<file path="src/dmac_cfg_pkg.sv">
package dmac_cfg_pkg;

  // ******************************
  // Sizes
  // ******************************

  // Port 0 is the cluster, port 1 the fabric controller
  localparam int NB_CTRLS        = 2;
  localparam int CTRL_ID_WIDTH   = $clog2(NB_CTRLS);

  localparam int DATA_WIDTH      = 32;
  localparam int TCDM_ADDR_WIDTH = 10;
  localparam int EXT_ADDR_WIDTH  = 16;
  localparam int LEN_WIDTH       = 8;

  // Command queue
  localparam int QUEUE_DEPTH     = 4;
  localparam int QPTR_WIDTH      = $clog2(QUEUE_DEPTH);
  localparam int QCNT_WIDTH      = $clog2(QUEUE_DEPTH + 1);

  // ******************************
  // Control register map
  // ******************************

  localparam int OFFS_WIDTH = 3;

  localparam logic [OFFS_WIDTH-1:0] REG_LEN       = 3'd0;
  localparam logic [OFFS_WIDTH-1:0] REG_TCDM_ADDR = 3'd1;
  localparam logic [OFFS_WIDTH-1:0] REG_EXT_ADDR  = 3'd2;
  // Write enqueues a command, wdata bit 0 is the opcode
  localparam logic [OFFS_WIDTH-1:0] REG_CMD       = 3'd3;
  // Read only: bit 0 busy, upper bits fill level
  localparam logic [OFFS_WIDTH-1:0] REG_STATUS    = 3'd4;

endpackage

</file>
<file path="src/dmac_types_pkg.sv">
package dmac_types_pkg;

  // ******************************
  // Scalar types
  // ******************************

  typedef logic [dmac_cfg_pkg::DATA_WIDTH-1:0]      word_t;
  typedef logic [dmac_cfg_pkg::LEN_WIDTH-1:0]       len_t;
  typedef logic [dmac_cfg_pkg::TCDM_ADDR_WIDTH-1:0] tcdm_addr_t;
  typedef logic [dmac_cfg_pkg::EXT_ADDR_WIDTH-1:0]  ext_addr_t;
  typedef logic [dmac_cfg_pkg::CTRL_ID_WIDTH-1:0]   ctrl_id_t;
  typedef logic [dmac_cfg_pkg::QPTR_WIDTH-1:0]      qptr_t;
  typedef logic [dmac_cfg_pkg::QCNT_WIDTH-1:0]      qcnt_t;

  // Direction of a transfer
  typedef enum logic {
    OPC_EXT2TCDM = 1'b0,
    OPC_TCDM2EXT = 1'b1
  } dma_opc_e;

  // ******************************
  // Bus and command traffic
  // ******************************

  typedef struct packed {
    logic                                req;
    logic                                we;
    logic [dmac_cfg_pkg::OFFS_WIDTH-1:0] offset;
    word_t                               wdata;
  } ctrl_req_t;

  typedef struct packed {
    logic  gnt;
    logic  r_valid;
    word_t r_rdata;
  } ctrl_rsp_t;

  // TCDM side only looks at the low address bits
  typedef struct packed {
    logic      req;
    logic      we;
    ext_addr_t addr;
    word_t     wdata;
  } mem_req_t;

  typedef struct packed {
    logic  gnt;
    logic  r_valid;
    word_t r_rdata;
  } mem_rsp_t;

  typedef struct packed {
    dma_opc_e   opc;
    len_t       len;
    tcdm_addr_t tcdm_addr;
    ext_addr_t  ext_addr;
    ctrl_id_t   ctrl_id;
  } dma_cmd_t;

  typedef enum logic [2:0] {
    IDLE,
    RD_REQ,
    RD_WAIT,
    WR_REQ,
    DONE
  } mover_state_e;

endpackage

</file>
<file path="src/dmac_word_mover.sv">
module dmac_word_mover (
  input  logic                              clk_i,
  input  logic                              arst_n_i,
  input  dmac_types_pkg::dma_cmd_t          cmd_i,
  input  logic                              cmd_valid_i,
  output logic                              cmd_pop_o,
  output dmac_types_pkg::mem_req_t          tcdm_req_o,
  input  dmac_types_pkg::mem_rsp_t          tcdm_rsp_i,
  output dmac_types_pkg::mem_req_t          ext_req_o,
  input  dmac_types_pkg::mem_rsp_t          ext_rsp_i,
  output logic                              mover_busy_o,
  output logic [dmac_cfg_pkg::NB_CTRLS-1:0] term_evt_o
);

  dmac_types_pkg::mover_state_e state_q;
  dmac_types_pkg::mover_state_e state_d;

  // Current transfer
  dmac_types_pkg::dma_opc_e   opc_q;
  dmac_types_pkg::ctrl_id_t   ctrl_id_q;
  dmac_types_pkg::len_t       remaining_q;
  dmac_types_pkg::tcdm_addr_t tcdm_addr_q;
  dmac_types_pkg::ext_addr_t  ext_addr_q;
  dmac_types_pkg::word_t      data_q;

  // Source and destination views of the two ports
  dmac_types_pkg::mem_rsp_t src_rsp;
  dmac_types_pkg::mem_rsp_t dst_rsp;
  logic                     from_ext;
  logic                     last_word;
  logic                     rd_phase;
  logic                     wr_phase;
  logic                     wr_done;

  assign from_ext  = (opc_q == dmac_types_pkg::OPC_EXT2TCDM);
  assign src_rsp   = from_ext ? ext_rsp_i : tcdm_rsp_i;
  assign dst_rsp   = from_ext ? tcdm_rsp_i : ext_rsp_i;
  assign last_word = (remaining_q == dmac_types_pkg::len_t'(1));

  assign rd_phase = (state_q == dmac_types_pkg::RD_REQ);
  assign wr_phase = (state_q == dmac_types_pkg::WR_REQ);
  assign wr_done  = wr_phase && dst_rsp.gnt;

  // Head is taken as soon as the mover is idle
  assign cmd_pop_o    = (state_q == dmac_types_pkg::IDLE) && cmd_valid_i;
  assign mover_busy_o = (state_q != dmac_types_pkg::IDLE);

  // ******************************
  // FSM
  // ******************************

  always_comb begin
    state_d = state_q;
    case (state_q)
      dmac_types_pkg::IDLE: begin
        if (cmd_valid_i) begin
          // Zero length goes straight to the event
          state_d = (cmd_i.len == '0) ? dmac_types_pkg::DONE : dmac_types_pkg::RD_REQ;
        end
      end
      dmac_types_pkg::RD_REQ: begin
        if (src_rsp.gnt) begin
          state_d = dmac_types_pkg::RD_WAIT;
        end
      end
      dmac_types_pkg::RD_WAIT: begin
        if (src_rsp.r_valid) begin
          state_d = dmac_types_pkg::WR_REQ;
        end
      end
      dmac_types_pkg::WR_REQ: begin
        if (dst_rsp.gnt) begin
          state_d = last_word ? dmac_types_pkg::DONE : dmac_types_pkg::RD_REQ;
        end
      end
      dmac_types_pkg::DONE: begin
        state_d = dmac_types_pkg::IDLE;
      end
      default: begin
        state_d = dmac_types_pkg::IDLE;
      end
    endcase
  end

  always_ff @(posedge clk_i or negedge arst_n_i) begin
    if (!arst_n_i) begin
      state_q     <= dmac_types_pkg::IDLE;
      opc_q       <= dmac_types_pkg::OPC_EXT2TCDM;
      ctrl_id_q   <= '0;
      remaining_q <= '0;
    end else begin
      state_q <= state_d;
      if (cmd_pop_o) begin
        opc_q       <= cmd_i.opc;
        ctrl_id_q   <= cmd_i.ctrl_id;
        remaining_q <= cmd_i.len;
      end else if (wr_done) begin
        remaining_q <= remaining_q - 1'b1;
      end
    end
  end

  // ******************************
  // Data path
  // ******************************

  // Addresses only move after a destination grant, so they stay stable under req
  always_ff @(posedge clk_i) begin
    if (cmd_pop_o) begin
      tcdm_addr_q <= cmd_i.tcdm_addr;
      ext_addr_q  <= cmd_i.ext_addr;
    end else if (wr_done) begin
      tcdm_addr_q <= tcdm_addr_q + 1'b1;
      ext_addr_q  <= ext_addr_q + 1'b1;
    end
    if (state_q == dmac_types_pkg::RD_WAIT && src_rsp.r_valid) begin
      data_q <= src_rsp.r_rdata;
    end
  end

  always_comb begin
    tcdm_req_o       = '0;
    ext_req_o        = '0;
    tcdm_req_o.addr  = dmac_types_pkg::ext_addr_t'(tcdm_addr_q);
    tcdm_req_o.wdata = data_q;
    ext_req_o.addr   = ext_addr_q;
    ext_req_o.wdata  = data_q;
    if (from_ext) begin
      ext_req_o.req  = rd_phase;
      tcdm_req_o.req = wr_phase;
      tcdm_req_o.we  = wr_phase;
    end else begin
      tcdm_req_o.req = rd_phase;
      ext_req_o.req  = wr_phase;
      ext_req_o.we   = wr_phase;
    end
  end

  // One cycle pulse on the issuing controller's bit
  always_comb begin
    term_evt_o = '0;
    if (state_q == dmac_types_pkg::DONE) begin
      term_evt_o[ctrl_id_q] = 1'b1;
    end
  end

endmodule

</file>
<file path="config.mk">
export PLATFORM = sky130hd
export DESIGN_NAME = dmac_word_mover
export DESIGN_NICKNAME = d
export VERILOG_FILES = /design/src/dmac_cfg_pkg.sv /design/src/dmac_types_pkg.sv /design/src/dmac_word_mover.sv
export SDC_FILE = /design/constraint.sdc
export NUM_CORES = 1
export LEC_CHECK = 0
export BUFFER_PORTS_ARGS = -buffer_cell sky130_fd_sc_hd__buf_2
export CAP_MARGIN = 40
export CELL_PAD_IN_SITES_DETAIL_PLACEMENT = 1
export CELL_PAD_IN_SITES_GLOBAL_PLACEMENT = 1
export CORE_UTILIZATION = 25
export CTS_CLUSTER_DIAMETER = 80
export CTS_CLUSTER_SIZE = 20
export DETAILED_ROUTE_END_ITERATION = 8
export GPL_ROUTABILITY_DRIVEN = 1
export HOLD_SLACK_MARGIN = 0.15
export MAX_ROUTING_LAYER = met4
export PLACE_DENSITY_LB_ADDON = 0.1
export SLEW_MARGIN = 25
export SYNTH_ARGS = -nofsm -noshare
export SYNTH_HDL_FRONTEND = slang
export SYNTH_SLANG_ARGS = --single-unit
export TNS_END_PERCENT = 1
</file>
<file path="constraint.sdc">
create_clock -name clk_i -period 6.4 [get_ports clk_i]
set_input_delay 0.32 -clock clk_i [delete_from_list [all_inputs] [get_ports clk_i]]
set_output_delay 0.32 -clock clk_i [all_outputs]
set_load 0.005 [all_outputs]
</file>
==> results of run 1 <==
Yosys cell counts, drive strengths merged, types with 2 or more instances:
| library cell | number |
|---|---|
| o211ai | 3 |
| o21ai | 26 |
| inv | 8 |
| nor2 | 9 |
| nand3 | 14 |
| buf | 49 |
| nand4 | 6 |
| ha | 4 |
| nor3 | 9 |
| xor2 | 6 |
| mux2i | 3 |
| dfrtp | 13 |
| and3b | 2 |
| edfxtp | 58 |
| nor4 | 8 |
| nor2b | 2 |
| and3 | 2 |
| mux2 | 34 |
| a21oi | 2 |
| clkbuf | 4 |
| nand2 | 51 |
| xnor2 | 18 |
| o311ai | 2 |
routing by layer:
| layer | wire length, um | part of all wire (%) | GRT usage (%) | up-vias |
|---|---|---|---|---|
| li1 | - | - | - | 1559 |
| met1 | 4742 | 42 | 17.06 | 1542 |
| met2 | 5699 | 50 | 25.10 | 143 |
| met3 | 841 | 7.4 | 4.020 | 11 |
| met4 | 119 | 1.0 | 5.042 | 0 |
| met5 | 0 | 0 | - | - |
logic make-up after synthesis:
kind of cell,count (synthesis),share of synthesized area (%)
AOI/OAI and AO/OA,39,6.079
adders and majority gates,4,1.273
muxes,37,10.50
other,1,0.09539
and+or+nand+nor,112,14.35
DFF,71,52.58
xor gates and xnor gates,24,5.347
buffers and inverters,61,9.771
state kept, by name (all words and copies together), names as in the netlist:
name / flops
ctrl_id_q: 1
tcdm_addr_q: 10
ext_addr_q: 16
remaining_q: 8
state_q: 3
data_q: 32
opc_q: 1
stage by stage:
step | instance area, um2 | power [uW] | hold slack (ns)
after CTS | 5255 | 2232 | 0.1808
after global placement | 4917 | 1661 | 0.2427
after global routing | 5255 | 2357 | 0.2024
after floorplan | 3950 | 1383 | 0.02441
after detailed placement | 4932 | 1685 | 0.2437
final | 5255 | 2196 | 0.1959
power breakdown:
group | internal (uW) | switching (uW)
Combinational | 370 | 381
Sequential | 730 | 176
Clock | 338 | 200
cell usage in the layout (no fill, tap or decap), types with 6 or more instances in the layout:
master     instances
buf_2            204
clkbuf_16          9
conb_1             6
dfrtp_1           13
edfxtp_1          58
inv_1              8
mux2_2            34
nand2_1           51
nand3_1           14
nor2_1             9
nor3_1             9
o21ai_0           22
xnor2_1           18
xor2_1             6
critical path, stage by stage, from the launching register on:
cell,delay (ns)
dfrtp_1,0.54
nor3_1,0.30
nand2_1,0.40
inv_1,0.44
buf_4,0.45
buf_2,0.19
final cells by class:
class | count | area [um2] | area share (%)
repair buffers | 210 | 1076 | 20.48
clock buffers | 9 | 225.2 | 4.286
flip-flops and latches | 71 | 2067 | 39.33
clock inverters | 7 | 87.58 | 1.667
well taps | 211 | 264.0 | 5.024
inverters | 8 | 30.03 | 0.5714
multi-input cells | 222 | 1505 | 28.64
worst max-delay path by stage:
stage | slack [ns] | end
CTS | 3.36 | cmd_pop_o
global route | 3.19 | cmd_pop_o
global placement | 3.79 | ext_addr_q[6]
finish | 3.42 | cmd_pop_o
detailed placement | 3.72 | cmd_pop_o
floorplan | 2.12 | data_q[0]
timing repair:
| item | in CTS | in global routing |
|---|---|---|
| endpoints found under the hold margin | 13 | 0 |
| endpoints found under the setup margin | 0 | 0 |
| hold buffers | 1 | 0 |
==> metrics list, run 1 <==
- Class of the most critical hold timing path: in2reg
- Die outline height: ~130 um
* Critical setup path kind: reg2out
- Crit path launch: state_q[0]
* Util after Layout: roughly 34%
- Leading register cell type out of synthesis: edfxtp_1
* Overflow left after global routing: 0
* VDD IR max: about 0.16 mV
- Io pins: around 210
- Die width: ~130 um
* # H-tree levels: 3
* Maximum fanout along the worst path: between 40 and 50
- Mapped Avg Cell Area: approximately 11 um2
- For this configuration, the core starts out at a cell density of roughly a quarter.
* Yosys top cell by area: edfxtp_1
- Summing over every cut layer, the via total after detailed routing is about 3300.
* Tightest slew margin relative to the limit: 62.24%
- The detailed router finished its first iteration with about 200 violations.
- Synth-to-Final Area Change: 33.67%
- Count of final setup violators: 0
- Type of element capturing the critical path: primary output
- 0 antenna diodes ended up in the layout.
* Data required time at the worst endpoint: between 6 and 7 ns
* Leakage component of the power: roughly 0.0022 uW
* Area of the core: ~15000 um2
- Clock-pin slew reported for the worst setup and hold paths after clock tree synthesis: approximately 0.06 ns
* Via count of the first global-routing pass: ~3300
* Seq/Total Area, Yosys: 52.58%
* Antenna violations before repair: 0
* Hold path endpoint: ctrl_id_q
- Buffers placed on the I/O ports in this run total ~200.
- The worst hold path was traced through 3 stages.
* Number of filler instances in the final layout: 1739
- For this run, the top clock speed supported by timing is between 0.3 and 0.4 GHz.
- At the end of the flow, the number of nets in the layout was between 600 and 700.
* Final hold violation count: 0
- Weighted congestion at the end of routability-driven global placement: roughly 0.77
- In this run the power density over the cells is about 420 nW/um2.
* Launching element type of the critical path: flop
* Root cell of the clock tree: clkbuf_16
- Synth Cell Area: between 3000 and 4000 um2
- After synthesis the netlist holds a flip-flop and latch count of 71.
- For this run, design rule violations remaining after detail routing come to 0.
- At the pin with the least slew margin, the transition time is around 0.57 ns.
- For the finished layout, the period the worst path requires is around 3.0 ns.
- Dpl cells: slightly above 700
- The die covers between 15000 and 20000 um2.
* Wire length of the first global-routing pass: 17640 um
- Yosys warning count: 0
- Number of resized instances in the post-cts repair step: 0
- Data arrives at the worst endpoint at approximately 2.7 ns.
- In the finished design, the share of the clock period the worst path needs comes to between 40% and 50%.
* Post-detailed-route count of antenna-violating nets: 0
- Clock latency on the worst-skew pair, taken at its later pin, is between 0.3 and 0.4 ns.
- Entering global routing, the biggest net connects 48 pins.
- After synthesis, the largest area contributor takes up between 40 and 50% of total cell area.
- Hold path startpoint: cmd_i[0]
* FFs w/ async S/R, synth: a little under a fifth
* Number of synthesized flops with an enable pin: a little under 60
* Max_cap viols: 0
- Top post-synthesis cells by area: edfxtp_1 (44%), mux2_2 (9.7%), dfrtp_1 (8.3%), buf_4 (7.3%), nand2_1 (4.9%)
- Detailed placement ended at an HPWL of approximately 8900 um.
- In this run the critical register-to-register path is launched from state_q[0].
- Number of buffers on the longest clock path: 2
- Global routing used roughly 15% of the available tracks.
- Total negative setup slack: 0 ns
- Number of instances in the synthesized netlist: around 350
- Dividing the detail-routed wire length by the instance count gives approximately 15 um.
- The first detailed-routing pass ran for 4 iterations.
- Post-layout worst setup margin: 3.417 ns
- Total length of routed wires: 11400 um
* Clock tree from TritonCTS: done
- Register-to-register setup slack: approximately 3.8 ns
- Leaving out filler cells and counting taps, the final layout contains between 700 and 800.
* Mean number of vias per cell: about 4.4
* Row count: 45
- Across the routed clock network, the largest skew measured is approximately 0.0046 ns.
- Buffers added to address setup during post-CTS repair amount to 0.
* Outcome: finished, final reports clean
- Measured in cells, the most critical reg-to-reg path has a length of 5.
- The endpoint identified for the worst register-to-register timing path is ext_addr_q[10].
* Post-Place Worst Slack: 3.715 ns
- Clock tree synthesis inserted a total of 9 buffers.
- In the final layout, the share of cells above drive strength 1 is 50.47%.
- Final Max Tran Viols: 0
- Distinct cell type count after synthesis: 44
* RSZ-0062 raised after global routing: false
- Count of clock tree sinks: between 70 and 80
(Power assumes the default switching activity.)
==> inputs of run 2 (changes only) <==
- clock period: 6.4 -> 2.8 ns (I/O delays scaled with it)
==> run 2 against run 1 <==
Effect of this change: global-route usage is 1.2 points higher; wire length is 9.7% higher; power is 130% higher; count of clock-buffer cells in the layout is 1 higher; setup slack worse by 2.9 ns; critical path type unchanged; first-iteration DRC count is 45% lower.
==> metrics list, run 2 (synthesis gave the netlist of run 1 again) <==
- The flow ran to the end, and the final reports show no timing, DRC or antenna violations.
- # H-tree levels: 3
* Post-Route Skew: 0.006163 ns
- Across all register-to-register paths, the minimum setup slack is between 0.6 and 0.7 ns.
- The largest registers in the layout are data_q: 32 flops, ext_addr_q: 16 flops, tcdm_addr_q: 10 flops.
- Buffers and inverters on the worst path: 3
- Counting along the longest clock path gives a buffer depth of 2.
- Count of clock tree sinks: 71
* RSZ-0062 raised after global routing: false
- The min-delay analysis places its worst path in the category in2reg.
* Peak per-stage delay on the critical path: around 0.50 ns
* Hold path endpoint: ext_addr_q[15]
- Launching element type of the critical path: flop
- The worst hold path begins at cmd_i[16].
* Length of routed wiring on met1: approximately 5200 um
- The floorplan step defined a die boundary enclosing approximately 16000 um2.
- The final max-slew violation count came to 0.
* Count of final setup violators: 0
* CP arrival: 2.18 ns
- Final hold violation count: 0
- The signal on the critical path passes through nor3_1 > nand2_1 > inv_1 > buf_12 > buf_2.
* Count of unresolved DRC violations after routing: 0
- The floorplan has 45 rows.
- Die outline height: between 100 and 150 um
- For the final routed database, the setup TNS stands at 0 ns.
- For the pin with the worst max-slew slack, the measured transition is a little over 0.5 ns.
- Counting I/O delays and the setup requirement, the final critical path takes 2.319 ns.
- After clock tree synthesis, the clock-pin slew on the worst setup and hold paths is roughly 0.060 ns.
- Overall track demand over capacity in global routing: roughly 16%
- Compared with the post-synthesis result, the final layout area differs by 57.13%.
- TritonCTS built the clock tree.
* Wire length on met3: 714 um
* Io pins: about 210
- The worst hold path was traced through 3 stages.
* PwrDens: a little over 800 nW/um2
- After detailed routing, the number of vias per cell comes to between 4 and 5.
- Number of resized instances in the post-cts repair step: 0
- Antenna cells: 0
* Port bufs: around 200
- Max_cap viols: 0
* Slowest stage cell, crit path: dfrtp_1
- In this design, the largest share of critical-path delay is due to buffers and inverters.
* Dpl cells: between 700 and 800
* Highest clock rate: 0.4312 GHz
- Summed over all layers, the routed wires come to between 10000 and 15000 um.
- After global routing the overflow that remains totals 0.
* Dpl hpwl: roughly 8900 um
- In this run the remaining antenna-violating nets after routing total 0.
* Type of element capturing the critical path: primary output
- In the final routed layout, each cell accounts on average for roughly 15 um.
- The via count of the first global-routing pass is between 3000 and 4000.
- Drt first pass iters: 4
* Most flop-heavy register: data_q
- Measured in cells, the most critical reg-to-reg path has a length of 5.
- The highest layer touched by signal routing is met4.
- Fraction of the cycle the final worst path needs: between 80% and 90%
- Share of cells above drive strength 1: 42.70%
- Worst reg2reg path endpoint: ext_addr_q[4]
* Weighted congestion at the end of routability-driven global placement: between 0.7 and 0.8
- The root buffer cell chosen for the clock tree is clkbuf_16.
- The worst-case IR drop observed on VDD is ~0.29 mV.
- Summed over all nets, wire length on met2 after detailed routing comes to 6360 um.
- Clock latency reported for the late side of the worst-skew pair: ~0.33 ns
- The worst register-to-register path begins at state_q[1].
- After floorplanning, the core was sized to cover about 15000 um2.
* Wire length of the first global-routing pass: approximately 19000 um
- Total Nets Final: 730
- Largest register FFs: 32
- Die width: 127.4 um
- Top library cells by usage in the layout, fill and taps aside: buf_2 (204), dlygate4sd3_1 (96), edfxtp_1 (58)
- Detailed router's first-iteration violation count: roughly 110
- Tightest slew margin relative to the limit: between 60 and 70%
* Data required time at the worst endpoint: around 2.7 ns
* Maximum fanout along the worst path: 47
- Initial core utilization: about a quarter
- Entering global routing, the biggest net connects 48 pins.
- The number of antenna violations at the first check in global routing is 0.
- The analysis attributes to cell leakage a power of about 0.0026 uW.
- The routed layout has around 3600 vias.
- Final cell count without fillers: 834
- Total Power Consumption: about 5100 uW
- Most common library cell in the layout ignoring fill and taps: buf_2
* Clock buffers created by TritonCTS: 9
* Critical setup path kind: reg2out
- Number of filler instances in the final layout: approximately 1700
## run 2: final cells by class
type,instances,area (um2),share of cell area (%)
clock inverter,5,26.28,0.4254
inverter,8,30.03,0.4861
sequential,71,2067,33.46
tap,211,264.0,4.274
multi-input combinational,222,1514,24.51
clock buffer,10,229.0,3.707
timing repair buffer,307,2047,33.14
## run 2: worst max-delay path by stage
stage,slack [ns],from,endpoint,cells after the start
floorplan,0.59,state_q[0],data_q[0],2
global placement,0.74,state_q[1],ext_addr_q[8],5
detailed placement,0.68,state_q[1],ext_addr_q[10],5
CTS,0.41,state_q[1],cmd_pop_o,5
global route,0.23,state_q[1],cmd_pop_o,5
finish,0.48,state_q[1],cmd_pop_o,5
## run 2: routing by layer
layer | GRT usage, % | vias up
li1 | - | 1756
met1 | 18.25 | 1710
met2 | 27.87 | 137
met3 | 3.057 | 15
met4 | 6.232 | 0
met5 | - | -
## run 2: tightest hold or removal path, delay by kind of cell
kind	cells	cell delay (ns)
AND/OR/NAND/NOR	1	0.04
buffers and inverters	1	0.09
AO/OA/AOI/OAI	1	0.10
## run 2: timing repair
item | 4_1_cts | 5_1_grt
endpoints found under the hold margin | 77 | 0
hold buffers | 96 | 0
setup buffers | 0 | 0
## run 2: where the power goes
| part | total [uW] | internal (uW) | switching [uW] |
|---|---|---|---|
| clock network | 1010 | 586 | 427 |
| registers | 2030 | 1670 | 359 |
| logic | 2060 | 1070 | 986 |
| total | 5100 | 3330 | 1770 |
## run 2: through the flow
step                      setup slack, ns  utilization (%)  instance area, um2  hold slack [ns]
after floorplan                    0.5865                -                3965          -0.1556
after global placement             0.7393            32.51                4961          0.05493
after detailed placement           0.6818            32.51                4961          0.04782
after CTS                          0.4138            40.48                6177           0.1509
after global routing               0.2334            40.48                6177           0.1522
final                              0.4811            40.48                6177           0.1577
==> inputs of run 3 (changes only) <==
- clock period: 2.8 -> 2.16 ns (I/O delays scaled with it)
==> run 3 against run 2 <==
Effect of this change: cell count is 0.96% higher; core utilization is 0.84 points higher; clock skew is 0.0010 ns lower; sequential share of layout area fell by 0.66 points; final area rose by 2.1%; combinational power increased by 35%; setup slack lost 0.29 ns; register-to-register slack worse by 0.47 ns; critical path type unchanged; largest cell class is now non-clock buffers; largest power group unchanged.
==> metrics list, run 3 (synthesis gave the netlist of run 1 again) <==
- Data required time at the worst endpoint: 2.05 ns
- In this run, CTS created clock tree buffers numbering 9.
- After layout, the minimum clock period comes to around 2.0 ns.
- Die width: roughly 130 um
- Count of unresolved DRC violations after routing: 0
- Once placement completed, the tool counted placed cells totaling 725.
* Outcome: finished, final reports clean
* Category of cells accounting for the largest share of critical-path delay: buffers and inverters
- The clock passes through at most 2 buffers.
- Clock-pin slew reported for the worst setup and hold paths after clock tree synthesis: roughly 0.05 ns
- The core region is approximately 15000 um2.
- The tightest hold path in the finished design has a slack of ~0.18 ns.
- IR analysis of the VDD net gives a maximum drop of around 0.47 mV.
- Root cell of the clock tree: clkbuf_16
* Post-layout worst setup margin: ~0.20 ns
- In this run, post-CTS repair resized a total of 0 instances.
- The repair_antennas step left the layout with diodes totalling 0.
- Count of clock tree sinks: 71
- The first global-routing pass estimated roughly 20000 um of wire.
- Hold Path Depth: 3
- Before CTS, the worst setup slack after placement is 0.3590 ns.
* Largest net degree at the start of global routing: between 50 and 60
* Sequence of cells on the critical path: nor3_1 > nand2_1 > inv_1 > buf_12 > buf_2
- Antenna violations before repair: 0
- For this run, the top clock speed supported by timing is roughly 0.51 GHz.
- CP arrival: roughly 1.9 ns
- Setup repair after global routing left no endpoint under its margin.
* Peak per-stage delay on the critical path: 0.37 ns
- TritonCTS built the clock tree.
- In this run the critical register-to-register path is launched from opc_q.
- The analysis attributes to net switching a power of 2350 uW.
* Most common library cell in the layout ignoring fill and taps: buf_2
- In this run the vertical extent of the chip is roughly 130 um.
- Combinational cells account for between 40% and 50% of the total power.
* Internal Pwr Total: 4503 uW
- During I/O placement, the number of pins put on the boundary was ~210.
- Net switching fraction of the power: approximately 34%
- The finished cells cover 6306 um2.
- The detail route stage leaves a number of antenna-violating nets equal to 0.
- The setup check on the worst reg-to-reg path leaves a slack of approximately 0.21 ns.
- Total length of routed wires: 12870 um
- Of the total power, the clock network draws a little over a fifth.
* Drt first pass iters: 4
* Synth-to-Final Area Change: 60.41%
- Util after Layout: between 40% and 50%
* Detailed router's first-iteration violation count: 127
- Final hold violation count: 0
- Detailed routing inserted a total of approximately 3700 vias.
- Largest regs: data_q: 32 flops, ext_addr_q: 16 flops, tcdm_addr_q: 10 flops
- The initialized floorplan defines 45 standard-cell rows.
* Wire length per cell: around 15 um
* Die outline area: approximately 16000 um2
- Fraction of the cycle the final worst path needs: between 90 and 100%
- Register-to-Register Path Depth: 3
- The register with the most flip-flops in the layout has 32 of them.
* Area after DPL: 5006 um2
- Of the cells placed in the final design, the portion with a size suffix greater than 1 is 43.26%.
* Overall track demand over capacity in global routing: between 10% and 20%
* PwrDens: ~1100 nW/um2
* Most flop-heavy register: data_q
* Top library cells by usage in the layout, fill and taps aside: buf_2 (204), dlygate4sd3_1 (101), edfxtp_1 (58)
- Buffers and inverters on the worst path: 3
- In this run the number of H-tree levels came out at 3.
- Final Max Tran Viols: 0
- Type of element capturing the critical path: primary output
* Post-Route Skew: slightly above 0.005 ns
- Weighted congestion at the end of routability-driven global placement: about 0.7
* Slowest stage cell, crit path: dfrtp_1
- Initial core utilization: roughly a quarter
* Launching element type of the critical path: flop
- Logic depth of the worst path, buffers included: 5
- Overflow left after global routing: 0
- After detailed routing, the number of vias per cell comes to around 4.4.
- The via count of the first global-routing pass is 3857.
* Hold path startpoint: cmd_valid_i
* Maximum fanout along the worst path: 58
* Dpl hpwl: about 9000 um
* Class of the most critical hold timing path: in2reg
- Max_cap viols: 0
* Sequential power share: roughly 38%
- Summed over all cells, the static leakage comes to about 0.0026 uW.
- Worst reg2reg path endpoint: data_q[16]
* Total Nets Final: between 700 and 800
* Final cell count without fillers: between 800 and 900
- In this run the tool buffered the top-level ports with a little over 200 buffer cells.
* Clock latency reported for the late side of the worst-skew pair: approximately 0.34 ns
- Critical setup path kind: reg2out
- Count of final setup violators: 0
- For hold timing, the worst endpoint is state_q[2].
[run 3: what timing repair did]
action | 4_1_cts | 5_1_grt
hold buffers | 101 | 0
hold endpoints to repair | 81 | 0
buffers inserted | 0 | 0
[run 3: worst max-delay path by stage]
| stage | end | start | slack [ns] |
|---|---|---|---|
| 6_report | cmd_pop_o | state_q[1] | 0.20 |
| 5_1_grt | cmd_pop_o | state_q[0] | 0.03 |
| 4_1_cts | cmd_pop_o | state_q[1] | 0.15 |
| 3_5_place_dp | tcdm_addr_q[8] | state_q[1] | 0.36 |
| 3_3_place_gp | ext_addr_q[15] | ext_addr_q[3] | 0.44 |
| 2_1_floorplan | data_q[0] | opc_q | -0.01 |
[run 3: area by class of cell]
cell class,count,area [um2]
Clock buffer,9,225.2
Clock inverter,7,63.81
Fill cell,1742,8952
Inverter,8,30.03
Multi-Input combinational cell,222,1518
Sequential cell,71,2068
Tap cell,211,264.0
Timing Repair Buffer,314,2137
[run 3: power by group through the flow]
stage	clock [uW]	sequential [uW]	combinational, uW
finish	1470	2600	2780
global route	1570	2680	3100
detailed placement	0	2640	2460
floorplan	0	2560	1580
global placement	0	2620	2440
CTS	1520	2610	2800
[run 3: worst min-delay path: cells and delay by family]
family	cells	cell delay [ns]
simple gates	1	0.20
compound gates	1	0.05
buf+inv	1	0.11
[run 3: through the flow]
stage                     TNS (ns)  power [uW]
after floorplan            -0.3878        4147
after global placement           0        5064
after detailed placement         0        5095
after CTS                        0        6931
after global routing             0        7342
final                            0        6854
[run 3: routing by layer]
metal	global-route usage [%]	up-vias	part of all wire, %
met1	18.36	1764	42
met2	29.25	144	51
met4	7.143	0	1.9
met3	3.392	16	5.6
met5	-	-	0
li1	-	1769	-
